$ cat src/weights.hex
// One ROM row per line, 32-bit hex, lane 3 in the high byte and lane 0 in the low byte
// Rows 0-8 hold layer 0, rows 9-10 layer 1, rows 11-15 layer 2
12f37f80
0a8155c4
e71902fd
40bf08f8
33cc11ee
7e820190
fe036a96
25d94bb5
807f0cf4
11223344
c3a55a3c
05fb7789
9c64e01f
2ad648b8
0ff17090
5aa5d72e

$ cat src/hdl/cnn_weight_pkg.sv
/*
 * Layer geometry and data types for the CNN weight subsystem.
 * Every weight table the ROM, the engines and the testbench share is
 * derived here from the kernel and channel tables.
 */
`default_nettype none

package cnn_weight_pkg;

    // Width of one weight or activation lane
    localparam int WEIGHT_W = 8;
    // Width of the dot-product accumulator
    localparam int ACC_W = 24;

    // Weights delivered per ROM row
    localparam int VECTOR_SIZE = 4;

    // Number of layers stored back to back in the ROM
    localparam int NUM_LAYERS = 3;

    typedef logic signed [WEIGHT_W-1:0] weight_t;
    typedef logic signed [WEIGHT_W-1:0] act_t;
    // 24 bits hold 36 full-scale 16-bit products with room to spare
    typedef logic signed [ACC_W-1:0] acc_t;

    // Lane 0 occupies the low byte of every vector
    typedef logic [WEIGHT_W*VECTOR_SIZE-1:0] weight_vec_t;
    typedef logic [WEIGHT_W*VECTOR_SIZE-1:0] act_vec_t;
    typedef logic [VECTOR_SIZE-1:0] lane_mask_t;

    typedef logic [1:0] layer_t;
    // Row index inside a layer or inside the whole ROM
    typedef logic [3:0] vec_addr_t;

    // Square kernel edge length of each layer
    localparam int LAYER_KERNELS [NUM_LAYERS] = '{3, 1, 3};
    // Input channel count of each layer
    localparam int LAYER_CHANNELS [NUM_LAYERS] = '{4, 8, 2};

    // Weight count of each layer is kernel area times channels
    localparam int LAYER_WEIGHTS [NUM_LAYERS] = '{
        LAYER_KERNELS[0] * LAYER_KERNELS[0] * LAYER_CHANNELS[0],
        LAYER_KERNELS[1] * LAYER_KERNELS[1] * LAYER_CHANNELS[1],
        LAYER_KERNELS[2] * LAYER_KERNELS[2] * LAYER_CHANNELS[2]
    };

    // Rows per layer, with a partly filled last row when needed
    localparam int LAYER_VECTORS [NUM_LAYERS] = '{
        (LAYER_WEIGHTS[0] + VECTOR_SIZE - 1) / VECTOR_SIZE,
        (LAYER_WEIGHTS[1] + VECTOR_SIZE - 1) / VECTOR_SIZE,
        (LAYER_WEIGHTS[2] + VECTOR_SIZE - 1) / VECTOR_SIZE
    };

    // First ROM row of each layer in layer-major order
    localparam int LAYER_OFFSETS [NUM_LAYERS] = '{
        0,
        LAYER_VECTORS[0],
        LAYER_VECTORS[0] + LAYER_VECTORS[1]
    };

    // Total number of rows in the ROM image
    localparam int ROM_DEPTH = LAYER_OFFSETS[NUM_LAYERS-1] + LAYER_VECTORS[NUM_LAYERS-1];

endpackage

`default_nettype wire
$ cat src/hdl/fetch_pkg.sv
/*
 * Types for moving weight rows between the engines, the arbiter and the ROM.
 * Also holds the encoding of the engine FSM states.
 */
`default_nettype none

package fetch_pkg;

    // Peer dot-product engines sharing the ROM read port
    localparam int NUM_PORTS = 2;

    // Index of one requesting engine
    typedef logic [0:0] port_t;

    // A read names the layer and the row inside that layer
    typedef struct packed {
        cnn_weight_pkg::layer_t    layer;
        cnn_weight_pkg::vec_addr_t addr;
    } rom_req_t;

    // The returned row with invalid lanes already zeroed
    typedef struct packed {
        cnn_weight_pkg::weight_vec_t data;
        cnn_weight_pkg::lane_mask_t  mask;
    } rom_rsp_t;

    // Engine FSM states
    // IDLE waits for start and STREAM issues one row per grant
    // DRAIN waits for the final response and REPORT raises done
    typedef enum logic [1:0] {
        IDLE   = 2'd0,
        STREAM = 2'd1,
        DRAIN  = 2'd2,
        REPORT = 2'd3
    } engine_state_e;

endpackage

`default_nettype wire

$ cat src/hdl/weight_rom.sv
/*
 * Synchronous weight ROM with one read port and a one-cycle latency.
 * A read gives a layer and a row inside it, and the ROM returns that row
 * with a lane mask covering the weights that belong to the layer.
 */
`default_nettype none

module weight_rom (
    input  logic                clk,
    input  logic                rst_n,
    input  logic                rd,
    input  fetch_pkg::rom_req_t rd_req,
    output logic                rd_valid,
    output fetch_pkg::rom_rsp_t rd_rsp
);

    // Whole image in layer-major order, lane 0 in the low byte
    cnn_weight_pkg::weight_vec_t mem [cnn_weight_pkg::ROM_DEPTH];

    // Row actually read after the offset and the clamp
    cnn_weight_pkg::vec_addr_t  rom_addr;
    // Lanes of the requested row that fall inside the layer
    cnn_weight_pkg::lane_mask_t lane_mask;

    initial begin
        $readmemh("/design/src/weights.hex", mem);
    end

    // Translate the intra-layer row to a ROM row and work out the mask
    always_comb begin
        int abs_row;
        int first_weight;
        abs_row      = 0;
        first_weight = int'(rd_req.addr) * cnn_weight_pkg::VECTOR_SIZE;
        rom_addr     = '0;
        lane_mask    = '0;
        if (rd_req.layer < cnn_weight_pkg::NUM_LAYERS) begin
            abs_row = cnn_weight_pkg::LAYER_OFFSETS[rd_req.layer] + int'(rd_req.addr);
            // Rows past the end of the image read row 0 with nothing valid
            if (abs_row < cnn_weight_pkg::ROM_DEPTH) begin
                rom_addr = cnn_weight_pkg::vec_addr_t'(abs_row);
                for (int i = 0; i < cnn_weight_pkg::VECTOR_SIZE; i++) begin
                    lane_mask[i] = (first_weight + i) <
                                   cnn_weight_pkg::LAYER_WEIGHTS[rd_req.layer];
                end
            end
        end
    end

    // The strobe is the only control state in the ROM
    always_ff @(posedge clk) begin
        if (!rst_n) begin
            rd_valid <= 1'b0;
        end else begin
            rd_valid <= rd;
        end
    end

    // Register the row and zero every lane outside the layer
    always_ff @(posedge clk) begin
        if (rd) begin
            rd_rsp.mask <= lane_mask;
            for (int i = 0; i < cnn_weight_pkg::VECTOR_SIZE; i++) begin
                if (lane_mask[i]) begin
                    rd_rsp.data[i*cnn_weight_pkg::WEIGHT_W +: cnn_weight_pkg::WEIGHT_W] <=
                        mem[rom_addr][i*cnn_weight_pkg::WEIGHT_W +: cnn_weight_pkg::WEIGHT_W];
                end else begin
                    rd_rsp.data[i*cnn_weight_pkg::WEIGHT_W +: cnn_weight_pkg::WEIGHT_W] <= '0;
                end
            end
        end
    end

endmodule

`default_nettype wire

$ cat config.mk
export PLATFORM = sky130hd
export DESIGN_NAME = weight_rom
export DESIGN_NICKNAME = d
export VERILOG_FILES = /design/src/hdl/cnn_weight_pkg.sv /design/src/hdl/fetch_pkg.sv /design/src/hdl/weight_rom.sv
export SDC_FILE = /design/constraint.sdc
export NUM_CORES = 1
export LEC_CHECK = 0
export ABC_AREA = 1
export BUFFER_PORTS_ARGS = -buffer_cell sky130_fd_sc_hd__buf_4
export CAP_MARGIN = 25
export CORE_MARGIN = 5
export CORE_UTILIZATION = 43
export DETAILED_ROUTE_END_ITERATION = 6
export PLACE_DENSITY = 0.8
export SLEW_MARGIN = 10
export SYNTH_ARGS = -nofsm -noshare
export SYNTH_HDL_FRONTEND = slang
export SYNTH_SLANG_ARGS = --single-unit
$ cat constraint.sdc
create_clock -name clk -period 2.9 [get_ports clk]
set_input_delay 0 -clock clk [delete_from_list [all_inputs] [get_ports clk]]
set_output_delay 0 -clock clk [all_outputs]
set_load 0.05 [all_outputs]
==> metrics <==
Data arrival, critical path=1310 ps; Post-Route Setup TNS=0 ps; placed cell areas=645.6 um^2; Antenna Nets Post-Route=0; vias in the first global route=427; Tot GR Track Use=8.745%; Synth top area share=37.57%; largest net degree at the start of global routing=5; Cell Area, Synth=659.4 um^2; most used cell, CP=dlygate4sd3_1; crit-path cells=dlygate4sd3_1 > buf_4 > nand2_1 > dlygate4sd3_1 > inv_1; Crit Path Class=input port to flop; design area=701.9 um^2; Worst EP required=3030 ps; CP max stage delay=540 ps; clock sink count=4; Synth Register Bits=4; Max Cap Viol=0; Initial DRC Count=1; CTS tree=yes; fin crit period=1185 ps; Hold Worst Slack=284.2 ps; Die Area=2417 um^2; layout cells sized above 1=15.60%; Max clock buf depth=2; drt total wl=1027 um; Tot Pwr=326.9 uW; RSZ-0062 raised after global routing=false; CTS buffer count=3; Finished Core Util=47.14%; Syn Inst Count=91; Starting Density=44.29%; Slew Viols, Final=0; sequential fraction of the synthesis area=16.70%; DRT Pass-1 Iters=3; Die X=49.16 um; WL per Instance=8.216 um; Area Overhead vs Synth=6.452%; number of port buffers=13; fmax=0.8439 GHz; period utilization=40.86%; hold path endpoint=rd_rsp[3]; most frequent cells in the layout=conb_1 (32), nand2_1 (18), buf_4 (13); cell area power density=465.7 nW/um^2; Yosys warning total=0; Nets=129; final setup violation count=0; Worst Path Max Fanout=4; Layout fillers=159; VDD IR max=150.1 uV; Hold/Removal Path Class=input port to flop; vias per cell=3.688; Worst Hold Path Cells=6; DRC Markers=0; root buf cell=clkbuf_4; Post-CTS Resized=0; Vias=461; Post-CTS Setup Bufs=0; clock slew at reported path FFs=40 ps; detailed placement HPWL=897.9 um; syn_area_per_cell=7.246 um^2; status=complete, no violations; Crit. End Element=flop; initial antenna violation count=0; placer congestion estimate=0.7851; core area=1489 um^2; crit start category=input port; total number of H-tree levels=1; die height=49.16 um; Leak=0.4343 nW; Distinct cells, synth=12; row cnt=14; critical path's slowest cell=dlygate4sd3_1; gr ovfl total=0; top cells by area, synth=buf_4 (38%), ha_1 (19%), edfxtp_1 (14%); commonest non-fill, non-tap cell in the layout=conb_1; # IOs=46; first-pass GRT wire length=1711 um; Synth area leader=buf_4; final hold violations=0; Hold Startpoint=rd_req[0]; ANT cells=0
layout make-up:
cell class | instances | area [um^2] | area share [%]
Clock buffer | 4 | 26.28 | 3.743
Inverter | 12 | 45.04 | 6.417
Multi-Input combinational cell | 73 | 372.9 | 53.12
Sequential cell | 4 | 110.1 | 15.69
Tap cell | 16 | 20.02 | 2.852
Timing Repair Buffer | 16 | 127.6 | 18.18
power breakdown:
| part | total, mW | internal (mW) | switching, mW |
|---|---|---|---|
| Sequential | 0.0703 | 0.0687 | 0.00163 |
| Clock | 0.0758 | 0.0517 | 0.0241 |
| Combinational | 0.181 | 0.0339 | 0.147 |
logic make-up after synthesis:
kind of cell	after synthesis	synth area share [%]
DFF	4	16.70
and+or+nand+nor	26	14.99
buffers and inverters	45	44.40
AOI/OAI and AO/OA	5	4.365
other	1	0.5687
adders and majority gates	10	18.98
sequential cells by signal, summed over array words and instances, names as in the netlist:
signal,count
rd_rsp,3
rd_valid,1
routing by layer:
metal  vias to the layer above  GRT usage, %  part of all wire (%)
li1                        245             -                     -
met1                       193         8.287                    35
met2                        21         15.67                    53
met3                         2         3.058                    11
met4                         0         5.381                  0.39
met5                         -             0                     0
stage by stage:
step | setup WS (ps) | instances
2_1_floorplan | 1744 | 122
3_3_place_gp | 1551 | 118
3_5_place_dp | 1497 | 118
4_1_cts | 1725 | 125
5_1_grt | 1520 | 125
6_report | 1715 | 125
how the worst max path moves through the flow:
stage | slack [ps] | end | from
floorplan | 1740 | rd_rsp[0] | rd_req[4]
global placement | 1550 | rd_rsp[0] | rd_req[4]
detailed placement | 1500 | rd_rsp[2] | rd_req[4]
CTS | 1730 | rd_rsp[2] | rd_req[4]
global route | 1520 | rd_rsp[2] | rd_req[4]
finish | 1720 | rd_valid | rd
repair_timing:
action                     in CTS  in global routing
hold endpoints to repair        4                  0
setup endpoints to repair       0                  0
hold buffers                    3                  0
Yosys cell counts:
| cell type | instances |
|---|---|
| buf_4 | 33 |
| nand2_1 | 18 |
| inv_1 | 12 |
| ha_1 | 10 |
| nor2_1 | 7 |
| edfxtp_1 | 3 |
| a21oi_1 | 2 |
| o21ai_0 | 2 |
| conb_1 | 1 |
| dfxtp_1 | 1 |
| nand3_1 | 1 |
| o21ai_2 | 1 |
critical path: cells and delay by family:
kind          cells  cell delay, ps
buf+inv           4            1270
simple gates      1              50
Power figures use the tool's default switching activity.
