===== src/hdl/cnn_weight_pkg.sv =====
/*
 * Layer geometry and data types for the CNN weight subsystem.
 * Every weight table the ROM, the engines and the testbench share is
 * derived here from the kernel and channel tables.
 */
`default_nettype none

package cnn_weight_pkg;

    // Width of one weight or activation lane
    localparam int WEIGHT_W = 8;
    // Width of the dot-product accumulator
    localparam int ACC_W = 24;

    // Weights delivered per ROM row
    localparam int VECTOR_SIZE = 4;

    // Number of layers stored back to back in the ROM
    localparam int NUM_LAYERS = 3;

    typedef logic signed [WEIGHT_W-1:0] weight_t;
    typedef logic signed [WEIGHT_W-1:0] act_t;
    // 24 bits hold 36 full-scale 16-bit products with room to spare
    typedef logic signed [ACC_W-1:0] acc_t;

    // Lane 0 occupies the low byte of every vector
    typedef logic [WEIGHT_W*VECTOR_SIZE-1:0] weight_vec_t;
    typedef logic [WEIGHT_W*VECTOR_SIZE-1:0] act_vec_t;
    typedef logic [VECTOR_SIZE-1:0] lane_mask_t;

    typedef logic [1:0] layer_t;
    // Row index inside a layer or inside the whole ROM
    typedef logic [3:0] vec_addr_t;

    // Square kernel edge length of each layer
    localparam int LAYER_KERNELS [NUM_LAYERS] = '{3, 1, 3};
    // Input channel count of each layer
    localparam int LAYER_CHANNELS [NUM_LAYERS] = '{4, 8, 2};

    // Weight count of each layer is kernel area times channels
    localparam int LAYER_WEIGHTS [NUM_LAYERS] = '{
        LAYER_KERNELS[0] * LAYER_KERNELS[0] * LAYER_CHANNELS[0],
        LAYER_KERNELS[1] * LAYER_KERNELS[1] * LAYER_CHANNELS[1],
        LAYER_KERNELS[2] * LAYER_KERNELS[2] * LAYER_CHANNELS[2]
    };

    // Rows per layer, with a partly filled last row when needed
    localparam int LAYER_VECTORS [NUM_LAYERS] = '{
        (LAYER_WEIGHTS[0] + VECTOR_SIZE - 1) / VECTOR_SIZE,
        (LAYER_WEIGHTS[1] + VECTOR_SIZE - 1) / VECTOR_SIZE,
        (LAYER_WEIGHTS[2] + VECTOR_SIZE - 1) / VECTOR_SIZE
    };

    // First ROM row of each layer in layer-major order
    localparam int LAYER_OFFSETS [NUM_LAYERS] = '{
        0,
        LAYER_VECTORS[0],
        LAYER_VECTORS[0] + LAYER_VECTORS[1]
    };

    // Total number of rows in the ROM image
    localparam int ROM_DEPTH = LAYER_OFFSETS[NUM_LAYERS-1] + LAYER_VECTORS[NUM_LAYERS-1];

endpackage

`default_nettype wire

===== src/hdl/fetch_pkg.sv =====
/*
 * Types for moving weight rows between the engines, the arbiter and the ROM.
 * Also holds the encoding of the engine FSM states.
 */
`default_nettype none

package fetch_pkg;

    // Peer dot-product engines sharing the ROM read port
    localparam int NUM_PORTS = 2;

    // Index of one requesting engine
    typedef logic [0:0] port_t;

    // A read names the layer and the row inside that layer
    typedef struct packed {
        cnn_weight_pkg::layer_t    layer;
        cnn_weight_pkg::vec_addr_t addr;
    } rom_req_t;

    // The returned row with invalid lanes already zeroed
    typedef struct packed {
        cnn_weight_pkg::weight_vec_t data;
        cnn_weight_pkg::lane_mask_t  mask;
    } rom_rsp_t;

    // Engine FSM states
    // IDLE waits for start and STREAM issues one row per grant
    // DRAIN waits for the final response and REPORT raises done
    typedef enum logic [1:0] {
        IDLE   = 2'd0,
        STREAM = 2'd1,
        DRAIN  = 2'd2,
        REPORT = 2'd3
    } engine_state_e;

endpackage

`default_nettype wire


===== src/hdl/layer_dot_engine.sv =====
/*
 * One dot-product engine. A start pulse latches a layer and an activation
 * vector, every row of that layer is fetched through the arbiter, and the
 * masked lane products are summed. done pulses once the last row is in.
 */
`default_nettype none

module layer_dot_engine (
    input  logic                     clk,
    input  logic                     rst_n,
    input  logic                     start,
    input  cnn_weight_pkg::layer_t   layer,
    input  cnn_weight_pkg::act_vec_t act,
    output logic                     busy,
    output logic                     done,
    output cnn_weight_pkg::acc_t     result,
    output logic                     req,
    output fetch_pkg::rom_req_t      rom_req,
    input  logic                     gnt,
    input  logic                     rsp_valid,
    input  fetch_pkg::rom_rsp_t      rsp
);

    fetch_pkg::engine_state_e state;

    // Layer and activations captured at start
    cnn_weight_pkg::layer_t   layer_q;
    cnn_weight_pkg::act_vec_t act_q;
    // Next row to request and the last row of the layer
    cnn_weight_pkg::vec_addr_t next_row;
    cnn_weight_pkg::vec_addr_t last_row;

    // Running sum, also presented as the result
    cnn_weight_pkg::acc_t acc;
    // Sum of the lane products of the row now returning
    cnn_weight_pkg::acc_t row_sum;

    // Any state other than IDLE counts as busy, REPORT included
    assign busy = (state != fetch_pkg::IDLE);
    assign done = (state == fetch_pkg::REPORT);
    assign result = acc;

    // Requests are raised for the whole of STREAM, one row per grant
    assign req = (state == fetch_pkg::STREAM);
    assign rom_req.layer = layer_q;
    assign rom_req.addr = next_row;

    // Multiply each valid lane by its activation and add up the row
    always_comb begin
        cnn_weight_pkg::weight_t w;
        cnn_weight_pkg::act_t    a;
        row_sum = '0;
        for (int i = 0; i < cnn_weight_pkg::VECTOR_SIZE; i++) begin
            w = cnn_weight_pkg::weight_t'(
                    rsp.data[i*cnn_weight_pkg::WEIGHT_W +: cnn_weight_pkg::WEIGHT_W]);
            a = cnn_weight_pkg::act_t'(
                    act_q[i*cnn_weight_pkg::WEIGHT_W +: cnn_weight_pkg::WEIGHT_W]);
            if (rsp.mask[i]) begin
                // Both operands are signed so the product is sign-extended
                row_sum = row_sum + cnn_weight_pkg::acc_t'(w * a);
            end
        end
    end

    // Control FSM and the accumulator
    always_ff @(posedge clk) begin
        if (!rst_n) begin
            state    <= fetch_pkg::IDLE;
            next_row <= '0;
            acc      <= '0;
        end else begin
            case (state)
                fetch_pkg::IDLE: begin
                    // A start outside IDLE is dropped
                    if (start) begin
                        state    <= fetch_pkg::STREAM;
                        next_row <= '0;
                        acc      <= '0;
                    end
                end
                fetch_pkg::STREAM: begin
                    // Responses for earlier rows can overlap new grants
                    if (rsp_valid) begin
                        acc <= acc + row_sum;
                    end
                    if (gnt) begin
                        next_row <= next_row + 1'b1;
                        if (next_row == last_row) begin
                            state <= fetch_pkg::DRAIN;
                        end
                    end
                end
                fetch_pkg::DRAIN: begin
                    // Only the last row is still in flight here
                    if (rsp_valid) begin
                        acc   <= acc + row_sum;
                        state <= fetch_pkg::REPORT;
                    end
                end
                fetch_pkg::REPORT: begin
                    state <= fetch_pkg::IDLE;
                end
                default: begin
                    state <= fetch_pkg::IDLE;
                end
            endcase
        end
    end

    // Job parameters are loaded on an accepted start
    always_ff @(posedge clk) begin
        if (state == fetch_pkg::IDLE && start) begin
            layer_q <= layer;
            act_q   <= act;
            if (layer < cnn_weight_pkg::NUM_LAYERS) begin
                last_row <= cnn_weight_pkg::vec_addr_t'(
                                cnn_weight_pkg::LAYER_VECTORS[layer] - 1);
            end else begin
                // Unknown layers fetch one row, which the ROM returns empty
                last_row <= '0;
            end
        end
    end

endmodule

`default_nettype wire


===== config.mk =====
export PLATFORM = sky130hd
export DESIGN_NAME = layer_dot_engine
export DESIGN_NICKNAME = d
export VERILOG_FILES = /design/src/hdl/cnn_weight_pkg.sv /design/src/hdl/fetch_pkg.sv /design/src/hdl/layer_dot_engine.sv
export SDC_FILE = /design/constraint.sdc
export NUM_CORES = 1
export LEC_CHECK = 0
export BUFFER_PORTS_ARGS = -buffer_cell sky130_fd_sc_hd__buf_2
export CAP_MARGIN = 20
export CORE_ASPECT_RATIO = 0.75
export CORE_MARGIN = 3
export CORE_UTILIZATION = 35
export CTS_CLUSTER_DIAMETER = 150
export DETAILED_ROUTE_END_ITERATION = 10
export GPL_ROUTABILITY_DRIVEN = 0
export HOLD_SLACK_MARGIN = 0.06
export PLACE_DENSITY_LB_ADDON = 0.08
export SYNTH_ARGS = -nofsm -noshare
export SYNTH_HDL_FRONTEND = slang
export SYNTH_SLANG_ARGS = --single-unit

===== constraint.sdc =====
create_clock -name clk -period 15.92 [get_ports clk]
set_input_delay 0 -clock clk [delete_from_list [all_inputs] [get_ports clk]]
set_output_delay 0 -clock clk [all_outputs]
set_load 0.01 [all_outputs]

==> flow_summary_export.csv <==
group,metric,value,unit
floorplan,die_area,55400,um^2
floorplan,start_util,0.355,
sta,fin_skew,0.00955,ns
routing,wl_met2,20.6,mm
sta,setup_ws,-0.540,ns
cells_and_area,nets,3018,
hold_path,min_path_type,"in -> reg",
setup_path,worst_path_max_delay_cell,"fa_1",
setup_path,cp_common_cell,"fa_1",
placement,io_buffers,107,
grt,antenna_found_initial,0,
routing,wl_met1,25.6,mm
floorplan,io-pin-count,108,
grt,grt_pass1_wl,81.3,mm
cts,cts.sinks,68,
sta,max_clock_freq,0.0608,GHz
routing,top_layer,"met4",
sta,setup_viol,7,
synth,synth.most_common_cell,"inv_1",
routing,ant_nets,0,
grt,grt_pass1_vias,15200,
outcome,violations,"negative setup slack",
synth,synthCells,1963,
synth,syn_nets,2596,
floorplan,die_w,271,um
cells_and_area,drive_gt1_frac,0.259,
grt,grt_util_all_layers,0.185,
routing,vias_per_cell,4.66,
placement,dp_hpwl,40.8,mm
floorplan,core,51800,um^2
cts,cts_tree,"yes",
synth,ys_top_cells_by_count,"inv_1 (423), fa_1 (344), ha_1 (214)",
sta,hold_viol,0,
placement,dp_cells,2987,
routing,dr.pass1.iters,5,
grt,grt_max_degree,39,
routing,dr_wl_met3,2.09,mm
synth,synth-warning-count,0,
cts,clk_pin_slew,0.06,ns
synth,synth_top_area_cell,"fa_1",
setup_path,cp_max_fo,4,
cts,clock_latency,0.39,ns
cts,cts_max_level,3,
setup_path,critical-path-max-stage-delay,0.56,ns
cts,root_buffer,"clkbuf_16",
cells_and_area,syn_to_final_growth,29.5,%
synth,synthFlopType,"edfxtp_1",
synth,ys_seq_area_frac,0.0947,
synth,synth.area.top_cells,"fa_1 (37%), ha_1 (15%), inv_1 (8.6%)",
sta,drv_slew,0,
setup_path,arrival,16.74,ns
cells_and_area,finalNonFillerCells,3093,
synth,synth-seq-cells,68,
outcome,status,"finished with violations",
sta,period_share,1.03,
cts,cts_buffers,9,
synth,syn_area_per_cell,9.37,um^2
floorplan,rows,72,
synth,synth_cell_types,67,
routing,dr.first_iter.drc_count,684,
cells_and_area,stdcell_area,23800,um^2
sta,finalCriticalPeriod,16.46,ns
routing,wirelength,48.6,mm
routing,drcViolationCount,0,
sta,relSlewSlack,0.285,
synth,synth_edf_count,38,
floorplan,fp.dieH,205,um
grt,grt-ovfl-total,0,
synth,ys_async_sr_fraction,0,
placement,dp_worst_setup_slack,-1.07,ns
cts,cts_buffer_depth,2,
sta,rsz0062_at_grt,"yes",
setup_path,worstSetupPathType,"reg -> reg",
synth,synth_top_area_share,0.374,
job,drv_cap,0,
setup_path,cp-end-kind,"register",
sta,worstMarginPinSlew,1.07,ns
placement,dpl_cell_area,21700,um^2
synth,synth_area,18400,um^2
cells_and_area,fin_util,0.460,
routing,via_count,14400,
setup_path,setup.worst_path.start_class,"register",
setup_path,cp_data_required_time,16.20,ns
routing,wire_per_inst,15.7,um
-- logic make-up after synthesis --
kind of cell,share of synthesized area
compound gates,0.0926
flops,0.0947
xor+xnor,0.0426
simple gates,0.142
mux,0.0162
buf+inv,0.0916
fa+ha+maj,0.520
other cells,0.000204
-- metal layers --
metal  up-vias  global-route usage
met1      7185               0.282
met2       187               0.276
li1       7024                   -
met5         -                   0
met4         0              0.0283
met3        21              0.0374
-- timing repair --
item,in CTS,in global routing
hold endpoints to repair,38,0
endpoints found under the setup margin,10,11
cloned,0,0
gates resized for setup,107,101
hold buffers,37,0
pin swaps,71,98
buffers inserted,23,29
-- sequential cells by signal, indices dropped and copies added (netlist names) --
name,flops
layer_q,2
state,2
act_q,32
next_row,4
result,24
last_row,4
-- metrics by stage --
| stage | hold slack, ns | TNS [ns] |
|---|---|---|
| 4_1_cts | 0.121 | -2.20 |
| 5_1_grt | 0.161 | -8.11 |
| 3_5_place_dp | 0.178 | -4.87 |
| 6_report | 0.150 | -2.19 |
| 3_3_place_gp | 0.177 | -3.91 |
| 2_1_floorplan | 0.0989 | 0 |
-- layout make-up --
cell class                      instances  area (um^2)
Fill cell                            5051        28000
Multi-Input combinational cell       1446        16100
Timing Repair Buffer                  436         3190
Sequential cell                        68         1740
Inverter                              424         1590
Tap cell                              703          880
Clock buffer                           13          260
Clock inverter                          2         10.0
Antenna cell                            1         2.50
-- final timing paths --
check / endpoint / start / cells past startpoint / slack [ns]
min: state[0] / rst_n / 3 / 0.15
max reg2reg: result[23] / act_q[2] / 66 / -0.54
min reg2reg: result[23] / result[23] / 2 / 0.49
max: result[23] / act_q[2] / 66 / -0.54
-- cell usage in the layout (no fill, tap or decap), types with 36 or more instances in the layout --
| cell | synthesis | routed |
|---|---|---|
| fa_1 | 344 | 341 |
| nor2b_1 | 36 | 36 |
| a21oi_1 | 73 | 39 |
| edfxtp_1 | 38 | 38 |
| buf_2 | 0 | 107 |
| inv_1 | 423 | 409 |
| nor2_1 | 74 | 61 |
| ha_4 | 0 | 38 |
| o21ai_0 | 59 | 41 |
| and2_1 | 152 | 145 |
| xnor2_1 | 62 | 59 |
| ha_1 | 214 | 174 |
| dlygate4sd3_1 | 0 | 37 |
| nand2_1 | 146 | 139 |
| buf_4 | 0 | 277 |
-- critical path, delay by kind of cell, from the launching register on --
family	cells	cell delay, ns
fa+ha+maj	24	10.10
compound gates	12	2.01
simple gates	13	1.98
flops	1	0.40
xor+xnor	4	0.79
buf+inv	11	0.78
mux	2	0.28
Power is left out: the tool's default activity adds up to more than one toggle a clock period on the data nets, which glitch-free logic cannot reach.
